## src/rvTypes.sv

```systemverilog
//----------------------------------------
// RISC-V widths shared by the fetch path.
// RV32 only, so addresses are 32 bits.
//----------------------------------------
`default_nettype none

package rvTypes;

    typedef logic [31:0] vaddr_t;    // byte address.
    typedef logic [31:0] word_t;     // one full instruction word.
    typedef logic [15:0] half_t;     // one compressed parcel.
    typedef logic [3:0]  intCode_t;  // mcause code field.

    // machine timer interrupt cause.
    localparam intCode_t TIMER_INT_CODE = 4'd7;

    localparam int HALF_BYTES = 2;   // bytes per parcel.

endpackage

`default_nettype wire

```

## src/fetchTypes.sv

```systemverilog
//----------------------------------------
// sizes of the fetch front end.
// line and memory sizes must stay powers of two.
//----------------------------------------
`default_nettype none

package fetchTypes;

    localparam int LINE_WIDTH     = 128;
    localparam int WORDS_PER_LINE = LINE_WIDTH / $bits(rvTypes::word_t);
    typedef logic [LINE_WIDTH-1:0] line_t;

    localparam int MEM_LINES        = 16;
    localparam int LINE_OFFSET_BITS = $clog2(LINE_WIDTH / 8);  // byte offset inside a line.
    localparam int LINE_INDEX_BITS  = $clog2(MEM_LINES);
    typedef logic [LINE_INDEX_BITS-1:0] lineIndex_t;
    // first address past the memory.
    localparam rvTypes::vaddr_t MEM_BYTES = rvTypes::vaddr_t'(MEM_LINES * LINE_WIDTH / 8);

    localparam int BUFFER_DEPTH = 8;  // halfword entries.
    typedef logic [3:0] bufCount_t;   // holds 0 up to BUFFER_DEPTH.
    typedef logic [$clog2(BUFFER_DEPTH)-1:0] bufPtr_t;

    typedef logic [31:0] timeCount_t;

    typedef enum logic [1:0] {
        Idle,     // waiting for start.
        Run,      // one request per cycle.
        Recover   // bubble after a stall.
    } fetchState_t;

endpackage

`default_nettype wire

```

## src/fetchIfs.sv

```systemverilog
//----------------------------------------
// line read and buffer write buses.
// no handshake, the writer watches writableCount.
//----------------------------------------
`timescale 1ns/1ps
`default_nettype none

// line returned by the line memory.
interface lineReadIf;
    logic                valid;
    rvTypes::vaddr_t     pc;     // pc that fetched the line.
    fetchTypes::line_t   line;
    logic                fault;  // pc beyond the memory.

    modport source (output valid, pc, line, fault);
    modport sink   (input  valid, pc, line, fault);
endinterface

// two-entry write into the halfword buffer.
interface insnBufferIf;
    logic                   writeLow;
    logic                   writeHigh;
    rvTypes::vaddr_t        pcLow;
    rvTypes::vaddr_t        pcHigh;
    rvTypes::half_t         halfLow;
    rvTypes::half_t         halfHigh;
    logic                   fault;
    logic                   intValid;
    rvTypes::intCode_t      intCode;
    fetchTypes::bufCount_t  writableCount;  // free entries.

    modport writer (output writeLow, writeHigh, pcLow, pcHigh, halfLow, halfHigh,
                    fault, intValid, intCode, input writableCount);
    modport buffer (input writeLow, writeHigh, pcLow, pcHigh, halfLow, halfHigh,
                    fault, intValid, intCode, output writableCount);
endinterface

`default_nettype wire

```

## src/fetchController.sv

```systemverilog
//----------------------------------------
// fetch pc state machine.
// redirect wins over start and stall.
// a stall costs one idle cycle before the retry.
//----------------------------------------
`timescale 1ns/1ps
`default_nettype none

module fetchController (
    input  wire logic            clk,
    input  wire logic            rstN,
    input  wire logic            start,
    input  wire rvTypes::vaddr_t startPc,
    input  wire logic            redirect,
    input  wire rvTypes::vaddr_t redirectPc,
    input  wire logic            stall,
    output logic                 reqValid,
    output rvTypes::vaddr_t      reqPc
);

    fetchTypes::fetchState_t state;
    rvTypes::vaddr_t fetchPc;   // address of the next request.
    rvTypes::vaddr_t lastPc;    // address of the request in flight.
    rvTypes::vaddr_t nextPc;

    // drop to the word boundary, then step one word.
    always_comb begin
        nextPc = (fetchPc & ~rvTypes::vaddr_t'(rvTypes::HALF_BYTES))
               + rvTypes::vaddr_t'(2 * rvTypes::HALF_BYTES);
    end

    // a stalled cycle issues nothing, so no line overtakes the retry.
    assign reqValid = (state == fetchTypes::Run) && !stall;
    assign reqPc    = fetchPc;

    always_ff @(posedge clk or negedge rstN) begin
        if (!rstN) begin
            state   <= fetchTypes::Idle;
            fetchPc <= '0;
            lastPc  <= '0;
        end else if (redirect) begin
            state   <= fetchTypes::Run;   // flushes from any state.
            fetchPc <= redirectPc;
        end else begin
            case (state)
                fetchTypes::Idle: begin
                    if (start) begin
                        state   <= fetchTypes::Run;
                        fetchPc <= startPc;
                    end
                end
                fetchTypes::Run: begin
                    if (stall) begin
                        state   <= fetchTypes::Recover;
                        fetchPc <= lastPc;     // rewind to the line that did not fit.
                    end else begin
                        fetchPc <= nextPc;
                        lastPc  <= fetchPc;
                    end
                end
                default: state <= fetchTypes::Run;  // recover lasts one cycle.
            endcase
        end
    end

    // a stall only answers a line requested in run.
    stallOnlyInRun: assert property (@(posedge clk) disable iff (!rstN)
        stall |-> state == fetchTypes::Run);

endmodule

`default_nettype wire

```

## src/lineMemory.sv

```systemverilog
//----------------------------------------
// line memory in place of the i-cache read stage.
// loaded one word at a time, no tags, no refill.
//----------------------------------------
`timescale 1ns/1ps
`default_nettype none

module lineMemory (
    input  wire logic            clk,
    input  wire logic            rstN,
    input  wire logic            reqValid,
    input  wire rvTypes::vaddr_t reqPc,
    input  wire logic            redirect,
    input  wire logic            memWrite,
    input  wire rvTypes::vaddr_t memWordAddr,
    input  wire rvTypes::word_t  memWord,
    lineReadIf.source            lineRead
);

    rvTypes::word_t [fetchTypes::WORDS_PER_LINE-1:0] mem [fetchTypes::MEM_LINES];

    fetchTypes::lineIndex_t readIndex;
    fetchTypes::lineIndex_t writeIndex;
    logic outOfRange;

    always_comb begin
        readIndex  = reqPc[fetchTypes::LINE_OFFSET_BITS +: fetchTypes::LINE_INDEX_BITS];
        writeIndex = memWordAddr[fetchTypes::LINE_OFFSET_BITS +: fetchTypes::LINE_INDEX_BITS];
        outOfRange = reqPc >= fetchTypes::MEM_BYTES;
    end

    // word writes past the end are dropped.
    always_ff @(posedge clk) begin
        if (memWrite && memWordAddr < fetchTypes::MEM_BYTES) begin
            mem[writeIndex][memWordAddr[fetchTypes::LINE_OFFSET_BITS-1:2]] <= memWord;
        end
    end

    // redirect kills the request issued in the same cycle.
    always_ff @(posedge clk or negedge rstN) begin
        if (!rstN) begin
            lineRead.valid <= 1'b0;
        end else begin
            lineRead.valid <= reqValid && !redirect;
        end
    end

    always_ff @(posedge clk) begin
        lineRead.pc    <= reqPc;
        lineRead.fault <= outOfRange;
        lineRead.line  <= outOfRange ? '0 : mem[readIndex];  // zeros on a fault.
    end

endmodule

`default_nettype wire

```

## src/insnTraverse.sv

```systemverilog
//----------------------------------------
// splits the addressed word into parcels.
// needs two free entries even for a single write.
//----------------------------------------
`timescale 1ns/1ps
`default_nettype none

module insnTraverse (
    lineReadIf.sink                 lineRead,
    insnBufferIf.writer             buffer,
    input  wire logic               intValid,
    input  wire rvTypes::intCode_t  intCode,
    output logic                    stall
);

    rvTypes::word_t [fetchTypes::WORDS_PER_LINE-1:0] words;
    rvTypes::word_t word;
    logic upperOnly;   // pc points at the high parcel.
    logic room;

    always_comb begin
        words     = lineRead.line;
        word      = words[lineRead.pc[fetchTypes::LINE_OFFSET_BITS-1:2]];
        upperOnly = lineRead.pc[1];
        room      = buffer.writableCount >= fetchTypes::bufCount_t'(2);
    end

    assign stall = lineRead.valid && !room;   // controller rewinds to this pc.

    always_comb begin
        buffer.writeHigh = lineRead.valid && room;
        buffer.writeLow  = lineRead.valid && room && !upperOnly;
        buffer.pcLow     = lineRead.pc;
        buffer.pcHigh    = upperOnly ? lineRead.pc
                                     : lineRead.pc + rvTypes::vaddr_t'(rvTypes::HALF_BYTES);
        buffer.halfLow   = word[15:0];
        buffer.halfHigh  = word[31:16];
        buffer.fault     = lineRead.fault;   // same tags on both parcels.
        buffer.intValid  = intValid;
        buffer.intCode   = intCode;
    end

    // parcels sit on even addresses only.
    always_comb begin
        if (lineRead.valid) begin
            evenPc: assert (!lineRead.pc[0]);
        end
    end

endmodule

`default_nettype wire

```

## src/insnBuffer.sv

```systemverilog
//----------------------------------------
// circular halfword buffer, two writes and one pop per cycle.
// flush drops the writes of the same cycle.
//----------------------------------------
`timescale 1ns/1ps
`default_nettype none

module insnBuffer (
    input  wire logic               clk,
    input  wire logic               rstN,
    insnBufferIf.buffer             buffer,
    input  wire logic               flush,
    input  wire logic               pop,
    output logic                    outValid,
    output rvTypes::vaddr_t         outPc,
    output rvTypes::half_t          outHalf,
    output logic                    outFault,
    output logic                    outIntValid,
    output rvTypes::intCode_t       outIntCode
);

    rvTypes::vaddr_t   pcs      [fetchTypes::BUFFER_DEPTH];
    rvTypes::half_t    halves   [fetchTypes::BUFFER_DEPTH];
    logic              faults   [fetchTypes::BUFFER_DEPTH];
    logic              intFlags [fetchTypes::BUFFER_DEPTH];
    rvTypes::intCode_t intCodes [fetchTypes::BUFFER_DEPTH];

    fetchTypes::bufPtr_t   head;
    fetchTypes::bufPtr_t   tail;
    fetchTypes::bufPtr_t   highSlot;   // slot of the high parcel.
    fetchTypes::bufCount_t count;
    fetchTypes::bufCount_t pushCount;
    logic popNow;

    always_comb begin
        pushCount = fetchTypes::bufCount_t'(buffer.writeLow)
                  + fetchTypes::bufCount_t'(buffer.writeHigh);
        highSlot  = tail + fetchTypes::bufPtr_t'(buffer.writeLow);  // after the low one.
        popNow    = pop && outValid;
    end

    assign buffer.writableCount = fetchTypes::bufCount_t'(fetchTypes::BUFFER_DEPTH) - count;

    always_ff @(posedge clk) begin
        if (!flush && buffer.writeLow) begin
            pcs[tail]      <= buffer.pcLow;
            halves[tail]   <= buffer.halfLow;
            faults[tail]   <= buffer.fault;
            intFlags[tail] <= buffer.intValid;
            intCodes[tail] <= buffer.intCode;
        end
        if (!flush && buffer.writeHigh) begin
            pcs[highSlot]      <= buffer.pcHigh;
            halves[highSlot]   <= buffer.halfHigh;
            faults[highSlot]   <= buffer.fault;
            intFlags[highSlot] <= buffer.intValid;
            intCodes[highSlot] <= buffer.intCode;
        end
    end

    always_ff @(posedge clk or negedge rstN) begin
        if (!rstN) begin
            head  <= '0;
            tail  <= '0;
            count <= '0;
        end else if (flush) begin
            head  <= '0;
            tail  <= '0;
            count <= '0;
        end else begin
            tail  <= tail + fetchTypes::bufPtr_t'(pushCount);
            head  <= popNow ? head + fetchTypes::bufPtr_t'(1) : head;
            count <= count + pushCount - fetchTypes::bufCount_t'(popNow);
        end
    end

    // head entry, readable from the cycle after its write.
    always_comb begin
        outValid    = count != '0;
        outPc       = pcs[head];
        outHalf     = halves[head];
        outFault    = faults[head];
        outIntValid = intFlags[head];
        outIntCode  = intCodes[head];
    end

    // the writer must respect the free count it was given.
    noOverflow: assert property (@(posedge clk) disable iff (!rstN)
        !flush |-> pushCount <= buffer.writableCount);

    noPopWhenEmpty: assert property (@(posedge clk) disable iff (!rstN)
        pop |-> outValid);

endmodule

`default_nettype wire

```

## src/timerInterrupt.sv

```systemverilog
//----------------------------------------
// machine timer, the counter never stops.
// the compare register resets to all ones.
//----------------------------------------
`timescale 1ns/1ps
`default_nettype none

module timerInterrupt (
    input  wire logic                   clk,
    input  wire logic                   rstN,
    input  wire logic                   timerEnable,
    input  wire logic                   compareWrite,
    input  wire fetchTypes::timeCount_t compareValue,
    output logic                        intValid,
    output rvTypes::intCode_t           intCode
);

    fetchTypes::timeCount_t count;
    fetchTypes::timeCount_t compare;

    always_ff @(posedge clk or negedge rstN) begin
        if (!rstN) begin
            count   <= '0;
            compare <= '1;   // far off until written.
        end else begin
            count <= count + fetchTypes::timeCount_t'(1);
            if (compareWrite) begin
                compare <= compareValue;
            end
        end
    end

    // level, held until compare moves or the timer is disabled.
    assign intValid = timerEnable && (count >= compare);
    assign intCode  = rvTypes::TIMER_INT_CODE;

endmodule

`default_nettype wire

```

## src/fetchTop.sv

```systemverilog
//----------------------------------------
// fetch front end top, wiring only.
// pop must stay low while outValid is low.
//----------------------------------------
`timescale 1ns/1ps
`default_nettype none

module fetchTop (
    input  wire logic                   clk,
    input  wire logic                   rstN,
    input  wire logic                   start,
    input  wire rvTypes::vaddr_t        startPc,
    input  wire logic                   redirect,
    input  wire rvTypes::vaddr_t        redirectPc,
    input  wire logic                   memWrite,
    input  wire rvTypes::vaddr_t        memWordAddr,
    input  wire rvTypes::word_t         memWord,
    input  wire logic                   timerEnable,
    input  wire logic                   compareWrite,
    input  wire fetchTypes::timeCount_t compareValue,
    input  wire logic                   pop,
    output logic                        outValid,
    output rvTypes::vaddr_t             outPc,
    output rvTypes::half_t              outHalf,
    output logic                        outFault,
    output logic                        outIntValid,
    output rvTypes::intCode_t           outIntCode
);

    logic              reqValid;
    rvTypes::vaddr_t   reqPc;
    logic              stall;
    logic              intValid;
    rvTypes::intCode_t intCode;

    lineReadIf   lineRead ();
    insnBufferIf bufferBus ();

    fetchController u_fetchController (
        .clk, .rstN, .start, .startPc, .redirect, .redirectPc,
        .stall, .reqValid, .reqPc
    );

    lineMemory u_lineMemory (
        .clk, .rstN, .reqValid, .reqPc, .redirect,
        .memWrite, .memWordAddr, .memWord, .lineRead(lineRead.source)
    );

    insnTraverse u_insnTraverse (
        .lineRead(lineRead.sink), .buffer(bufferBus.writer),
        .intValid, .intCode, .stall
    );

    // redirect doubles as the buffer flush.
    insnBuffer u_insnBuffer (
        .clk, .rstN, .buffer(bufferBus.buffer), .flush(redirect), .pop,
        .outValid, .outPc, .outHalf, .outFault, .outIntValid, .outIntCode
    );

    timerInterrupt u_timerInterrupt (
        .clk, .rstN, .timerEnable, .compareWrite, .compareValue,
        .intValid, .intCode
    );

endmodule

`default_nettype wire

```

## config.mk

```make
export PLATFORM = sky130hd
export DESIGN_NAME = fetchTop
export DESIGN_NICKNAME = d
export VERILOG_FILES = /design/src/rvTypes.sv /design/src/fetchTypes.sv /design/src/fetchIfs.sv /design/src/fetchController.sv /design/src/lineMemory.sv /design/src/insnTraverse.sv /design/src/insnBuffer.sv /design/src/timerInterrupt.sv /design/src/fetchTop.sv
export SDC_FILE = /design/constraint.sdc
export NUM_CORES = 2
export LEC_CHECK = 0
export BUFFER_PORTS_ARGS = -buffer_cell sky130_fd_sc_hd__buf_4
export CAP_MARGIN = 5
export CORE_ASPECT_RATIO = 1.75
export CORE_MARGIN = 1
export CORE_UTILIZATION = 56
export CTS_CLUSTER_SIZE = 8
export DETAILED_ROUTE_END_ITERATION = 10
export HOLD_SLACK_MARGIN = 0.03
export PLACE_DENSITY = 0.86
export SLEW_MARGIN = 20
export SYNTH_ARGS = -nofsm -noshare
export SYNTH_HDL_FRONTEND = slang
export SYNTH_HIERARCHICAL = 1
export SYNTH_SLANG_ARGS = --single-unit
```

## constraint.sdc

```tcl
create_clock -name clk -period 6.4 [get_ports clk]
set_clock_uncertainty 0.2 [all_clocks]
set_input_delay 0.64 -clock clk [delete_from_list [all_inputs] [get_ports clk]]
set_output_delay 0.64 -clock clk [all_outputs]
set_load 0.1 [all_outputs]
```

# Yosys cells after proc, flatten, opt, wreduce, memory -nomap -nowiden
# Memories as Yosys holds them, arrays and structs flattened. A register that Yosys moved wholly into a read port is not among the register bits.
# Cells that the tools add are included.
[classes]
n_addsub = 10
magnitude_cmp = 7
n_eq_ne = 3
mux = 23
bitwise_logic = 2
reduce_logical = 22
[op_table]
columns = ["op", "count"]
rows = [
  ["32-bit two-way mux", 6],
  ["128-bit two-way mux", 1],
  ["32-bit binary-select mux with 2-bit select", 1],
  ["32-bit demux with 2-bit select", 1],
  ["32-bit case mux with 2 select lines", 1],
  ["32-bit by 1-bit adder with 32-bit output, second input constant", 1],
  ["32-bit by 2-bit adder with 32-bit output, second input constant", 1],
  ["32-bit by 3-bit adder with 32-bit output, second input constant", 1],
  ["32-bit >= comparator", 1],
  ["32-bit by 9-bit >= comparator with 1-bit output, second input constant", 1],
  ["32-bit by 9-bit less-than comparator with 1-bit output, second input constant", 1],
  ["1-bit logical AND", 11],
  ["3-bit two-way mux", 3],
  ["2-bit by 3-bit less-than comparator with 1-bit output, second input constant", 2],
  ["2-bit two-way mux", 3],
  ["1-bit two-way mux", 5],
  ["4-bit adder", 1],
  ["4-bit by 2-bit >= comparator with 1-bit output, second input constant", 1],
  ["1-bit logical NOT", 4],
  ["4-bit two-way mux", 1],
  ["2-bit case mux with 2 select lines", 1],
  ["2-bit AND reduction", 2],
  ["4-bit nonzero test", 1],
  ["4-bit by 1-bit subtractor with 4-bit output", 1],
  ["other kinds (14)", 15],
]
[word_totals]
regBits = 174
mem_bits_rw = 2448
in_bits = 168
output_inout_bits = 55
wordCells = 83
memories = 5
[mem_list]
columns = ["name", "depth", "width", "rd", "rd_ports_with_merged_regs", "write_ports", "line", "rtl"]
rows = [
  ["u_lineMemory.mem", 16, 128, 1, 1, 1, "lineMemory.sv:20", "rvTypes::word_t [fetchTypes::WORDS_PER_LINE-1:0] mem [fetchTypes::MEM_LINES];"],
  ["u_insnBuffer.pcs", 8, 32, 1, 0, 2, "insnBuffer.sv:22", "rvTypes::vaddr_t pcs [fetchTypes::BUFFER_DEPTH];"],
  ["u_insnBuffer.halves", 8, 16, 1, 0, 2, "insnBuffer.sv:23", "rvTypes::half_t halves [fetchTypes::BUFFER_DEPTH];"],
  ["u_insnBuffer.faults", 8, 1, 1, 0, 2, "insnBuffer.sv:24", "logic faults [fetchTypes::BUFFER_DEPTH];"],
  ["u_insnBuffer.intFlags", 8, 1, 1, 0, 2, "insnBuffer.sv:25", "logic intFlags [fetchTypes::BUFFER_DEPTH];"],
]

# Logic depth before layout (Yosys ltp)
[logic_depth]
word_depth = 8
ltp_mapped = 13
depth_no_buf = 13

# Hierarchy
# The synthesis kept the hierarchy.
[by_module_without_submodules]
columns = ["module", "n_inst", "cells_per_inst", "area_per_inst_um2", "seq_area_each_um2"]
rows = [
  ["lineMemory", 1, 3409, 80360.8, 64747.1],
  ["insnBuffer", 1, 1142, 21581.9, 13222.7],
  ["fetchController", 1, 459, 4055.1, 1651.6],
  ["timerInterrupt", 1, 330, 3347.0, 1641.6],
  ["insnTraverse", 1, 115, 1266.2, 0.0],
]

# Worst setup path after synthesis
# Ideal clock, no wire load.
[synth_timing]
kind = "reg-to-reg"
startpoint = "register u_insnBuffer.count[0]"
endpoint = "memory u_insnBuffer.faults[0], enable pin"
setup_time_ns = 0.546
arrival_time_ns = 5.734
t_required_ns = 5.654
setup_slack_ns = -0.081
stages_incl_launch_ff = 8
n_path_buf = 0
cell_sequence = "dfrtp_1 -> inv_1 -> ha_1 -> xnor2_1 -> nor3_1 -> nor3b_1 -> or3b_2 -> o31ai_1"
[synth_rtl]
columns = ["element", "line", "rtl"]
rows = [
  ["start, declared", "insnBuffer.sv:31", "fetchTypes::bufCount_t count;"],
  ["start signal, assigned", "insnBuffer.sv:73", "count <= count + pushCount - fetchTypes::bufCount_t'(popNow);"],
  ["end, declared", "insnBuffer.sv:24", ""],
]

==> qor.log <==
qor: cts.cts_htree_levels 5
qor: die.starting_utilization_of_the_core_area 56.40%
qor: synth.post_synth_inst_count 5454
qor: power_and_ir_drop.power_density 429.9 mW/mm²
qor: drt.route.detailed.drc 0
qor: synth.synthesis.area_per_instance 20.28 µm²
qor: worst_setup_path.cp_cell_sequence nor3_1 > xnor2_1 > nor3_1 > nor3b_1 > ha_1 > ha_1 > nand4b_1 > nor2_4 > buf_4 > mux2_2
qor: place.placement.io_buffers 220
qor: cells_and_area.fillers 11490
qor: global_routing.grt_pass1_vias 63820
qor: cells_and_area.drive_above_1_share 32.26%
qor: cts.worstSkewPairLatency 0.89 ns
qor: timing.slew_at_the_pin_closest_to_its_max_slew_limit 1.164 ns
qor: worst_setup_path.worstSetupEndpointType flip-flop
qor: power_and_ir_drop.power_leakage 41.11 nW
qor: cts.clock_path_buffers 4
qor: drt.num_vias 60750
qor: drt.firstDrtPassIters 6
qor: drt.wl 311400 µm
qor: drt.ant_nets 0
qor: cells_and_area.post_layout_nonfiller_instances 8766
qor: job.max-cap-violations 0
qor: timing.period_share 73.38%
qor: worst_setup_path.worst_path_largest_cell_delay 0.91 ns
qor: die.total_i_o_pin_count 223
qor: worst_setup_path.worstSetupStartpointType flip-flop
qor: worst_setup_path.critical_path.slowest_cell sky130_fd_sc_hd__nor2_4
qor: cells_and_area.finalNetCount 6081
qor: cts.cts-buffers-inserted 390
qor: global_routing.grt_use_total 31.41%
qor: timing.final_number_of_max_transition_violations 0
qor: global_routing.grt_remaining_overflow 0
qor: worst_setup_path.crit_type flip-flop to flip-flop
qor: timing.setup_viol 0
qor: min_path.min-delay-path-class input pin to async pin
qor: drt.detail_route.vias_per_cell 6.930
qor: place.numPlacedInstances 8018
qor: outcome.run_status completed
qor: worst_setup_path.critical_path_required 6.79 ns
qor: timing.hold_violations 0
qor: synth.netlist_area 0.1106 mm²
qor: cts.cts.repair.resized 0
qor: global_routing.largest_net_degree_at_the_start_of_global_routing 129
qor: die.area_of_the_die 0.1994 mm²
qor: synth.yosysWarnings 6
qor: cts.clock_sink_total 2782
qor: worst_setup_path.cpLargestDelayFamily simple AND/OR/NAND/NOR gates
qor: cts.worst_setup_hold_path_clk_slew 0.05 ns
qor: die.die-height 589.9 µm
qor: die.coreArea 0.1961 mm²
qor: die.rows 215
qor: worst_setup_path.worst_path_maximum_fanout 23
qor: cts.clockRootBuffer sky130_fd_sc_hd__clkbuf_16
qor: place.dp_hpwl 152600 µm
qor: timing.grt_setup_unrepaired no
qor: place.globalplace.congestion 0.8411
qor: power_and_ir_drop.ir_drop 0.5170 mV
qor: global_routing.first_pass_grt_wire_length 446600 µm
qor: die.die_width 337.9 µm
qor: timing.clock.fmax 212.9 MHz
qor: global_routing.grt_antenna_before_repair 17
qor: drt.drtIter0Drc 8249
qor: timing.post-route-min-period 4.696 ns
qor: drt.detail_route.wl_per_cell 35.52 µm
qor: cells_and_area.postLayoutCoreUtil 64.82%
qor: timing.max_slew_margin 22.42%
qor: worst_setup_path.arrival 5.08 ns
qor: timing.finalSetupTns 0 ns
qor: cts.cts_tree yes
qor: cells_and_area.areaGrowthSynthToFinish 14.92%
qor: worst_setup_path.worstPathBufferInverterCount 1
==> sequential cells by signal (all words and copies together), names as in the netlist, 4 cells and up <==
register / flops
u_lineMemory/mem: 2048
u_timerInterrupt/count: 32
u_insnBuffer/intCodes: 32
u_lineMemory/lineRead.line: 128
u_insnBuffer/pcs: 256
u_insnBuffer/halves: 128
u_insnBuffer/count: 4
u_timerInterrupt/compare: 32
u_lineMemory/lineRead.pc: 32
u_insnBuffer/intFlags: 8
u_insnBuffer/faults: 8
u_fetchController/lastPc: 32
u_fetchController/reqPc: 32
==> power by group <==
part           switching [mW]  internal [mW]  total (mW)
Combinational            7.93           5.64        13.6
Clock                    7.72           11.5        19.2
Sequential               1.03           20.8        21.9
==> worst register-to-register path: cells and delay by family (launching register included) <==
| kind | cells | cell delay [ns] |
|---|---|---|
| XOR/XNOR | 1 | 0.12 |
| adder cells (fa/ha/maj) | 2 | 0.68 |
| flip-flops | 1 | 0.41 |
| buffers and inverters | 1 | 0.43 |
| multiplexers | 1 | 0.39 |
| AND/OR/NAND/NOR | 5 | 2.19 |
==> per-stage QoR <==
stage / cell area [µm²] / hold WS [ns] / power (mW) / setup slack, ns
floorplan: 110600 / 0.1444 / 32.15 / 0.1209
global placement: 115300 / 0.2719 / 34.75 / 1.936
detailed placement: 115300 / 0.2836 / 35.18 / 1.801
CTS: 127100 / 0.03121 / 54.61 / 1.778
global route: 127100 / 0.08421 / 56.06 / 1.600
finish: 127100 / 0.06005 / 54.64 / 1.704
==> layer usage <==
layer  part of all wire (%)  global-route usage (%)  up-vias
met3                     11                   6.761     1387
met1                     31                   36.44    30580
met2                     50                   52.31     5429
met4                    8.0                   21.22       16
met5                  0.039                       0        -
li1                       -                       -    23340
==> worst paths after layout <==
path,from,to,slack [ns],depth (start not counted)
worst max-delay path,u_insnBuffer/count[2]$_DFF_PN0_,u_insnBuffer/pcs[7][7]$_DFFE_PP_,1.70,10
worst min-delay path,rstN,u_timerInterrupt/count[12]$_DFF_PN0_,0.06,2
worst max register to register,u_insnBuffer/count[2]$_DFF_PN0_,u_insnBuffer/pcs[7][7]$_DFFE_PP_,1.70,10
worst min register to register,u_fetchController/reqPc[21]$_DFFE_PN0P_,u_lineMemory/lineRead.pc[21]$_DFF_P_,0.30,0
max in group asynchronous,rstN,u_insnBuffer/head[0]$_DFFE_PN0P_,4.67,3
min in group clk,redirectPc[25],u_fetchController/reqPc[25]$_DFFE_PN0P_,0.07,4
==> area by class of cell <==
class / count / area, µm² / area share, %
timing repair buffer: 406 / 3452 / 2.716
clock buffer: 667 / 10950 / 8.613
inverter: 51 / 191.4 / 0.1506
antenna: 8 / 20.02 / 0.01575
clock inverter: 14 / 232.7 / 0.1831
tap: 2604 / 3258 / 2.563
sequential: 2782 / 81280 / 63.95
multi-input combinational: 2234 / 27730 / 21.81
==> cell usage in the layout (no fill, tap or decap), drive strengths merged, types with 7 or more instances in the layout <==
| cell type | n |
|---|---|
| nor2 | 123 |
| nor3 | 18 |
| nand4 | 23 |
| inv | 56 |
| o21ai | 78 |
| clkbuf | 667 |
| edfxtp | 2480 |
| xnor2 | 29 |
| o31a | 7 |
| nand2b | 16 |
| dfxtp | 161 |
| nand3 | 47 |
| o32a | 9 |
| nand2 | 107 |
| a22oi | 258 |
| dlygate4sd3 | 59 |
| buf | 347 |
| ha | 46 |
| mux2 | 469 |
| a31oi | 18 |
| a21oi | 164 |
| diode | 8 |
| nor4 | 15 |
| a311oi | 7 |
| clkinv | 9 |
| mux4 | 652 |
| nor2b | 13 |
| and4 | 11 |
| dfstp | 32 |
| and3 | 13 |
| dfrtp | 109 |
| and2 | 14 |
| o211ai | 9 |
| xor2 | 9 |
==> what timing repair did <==
action	CTS	global route
hold buffers	59	0
buffers inserted	0	0
endpoints found under the hold margin	102	0
Power figures use the tool's default switching activity.
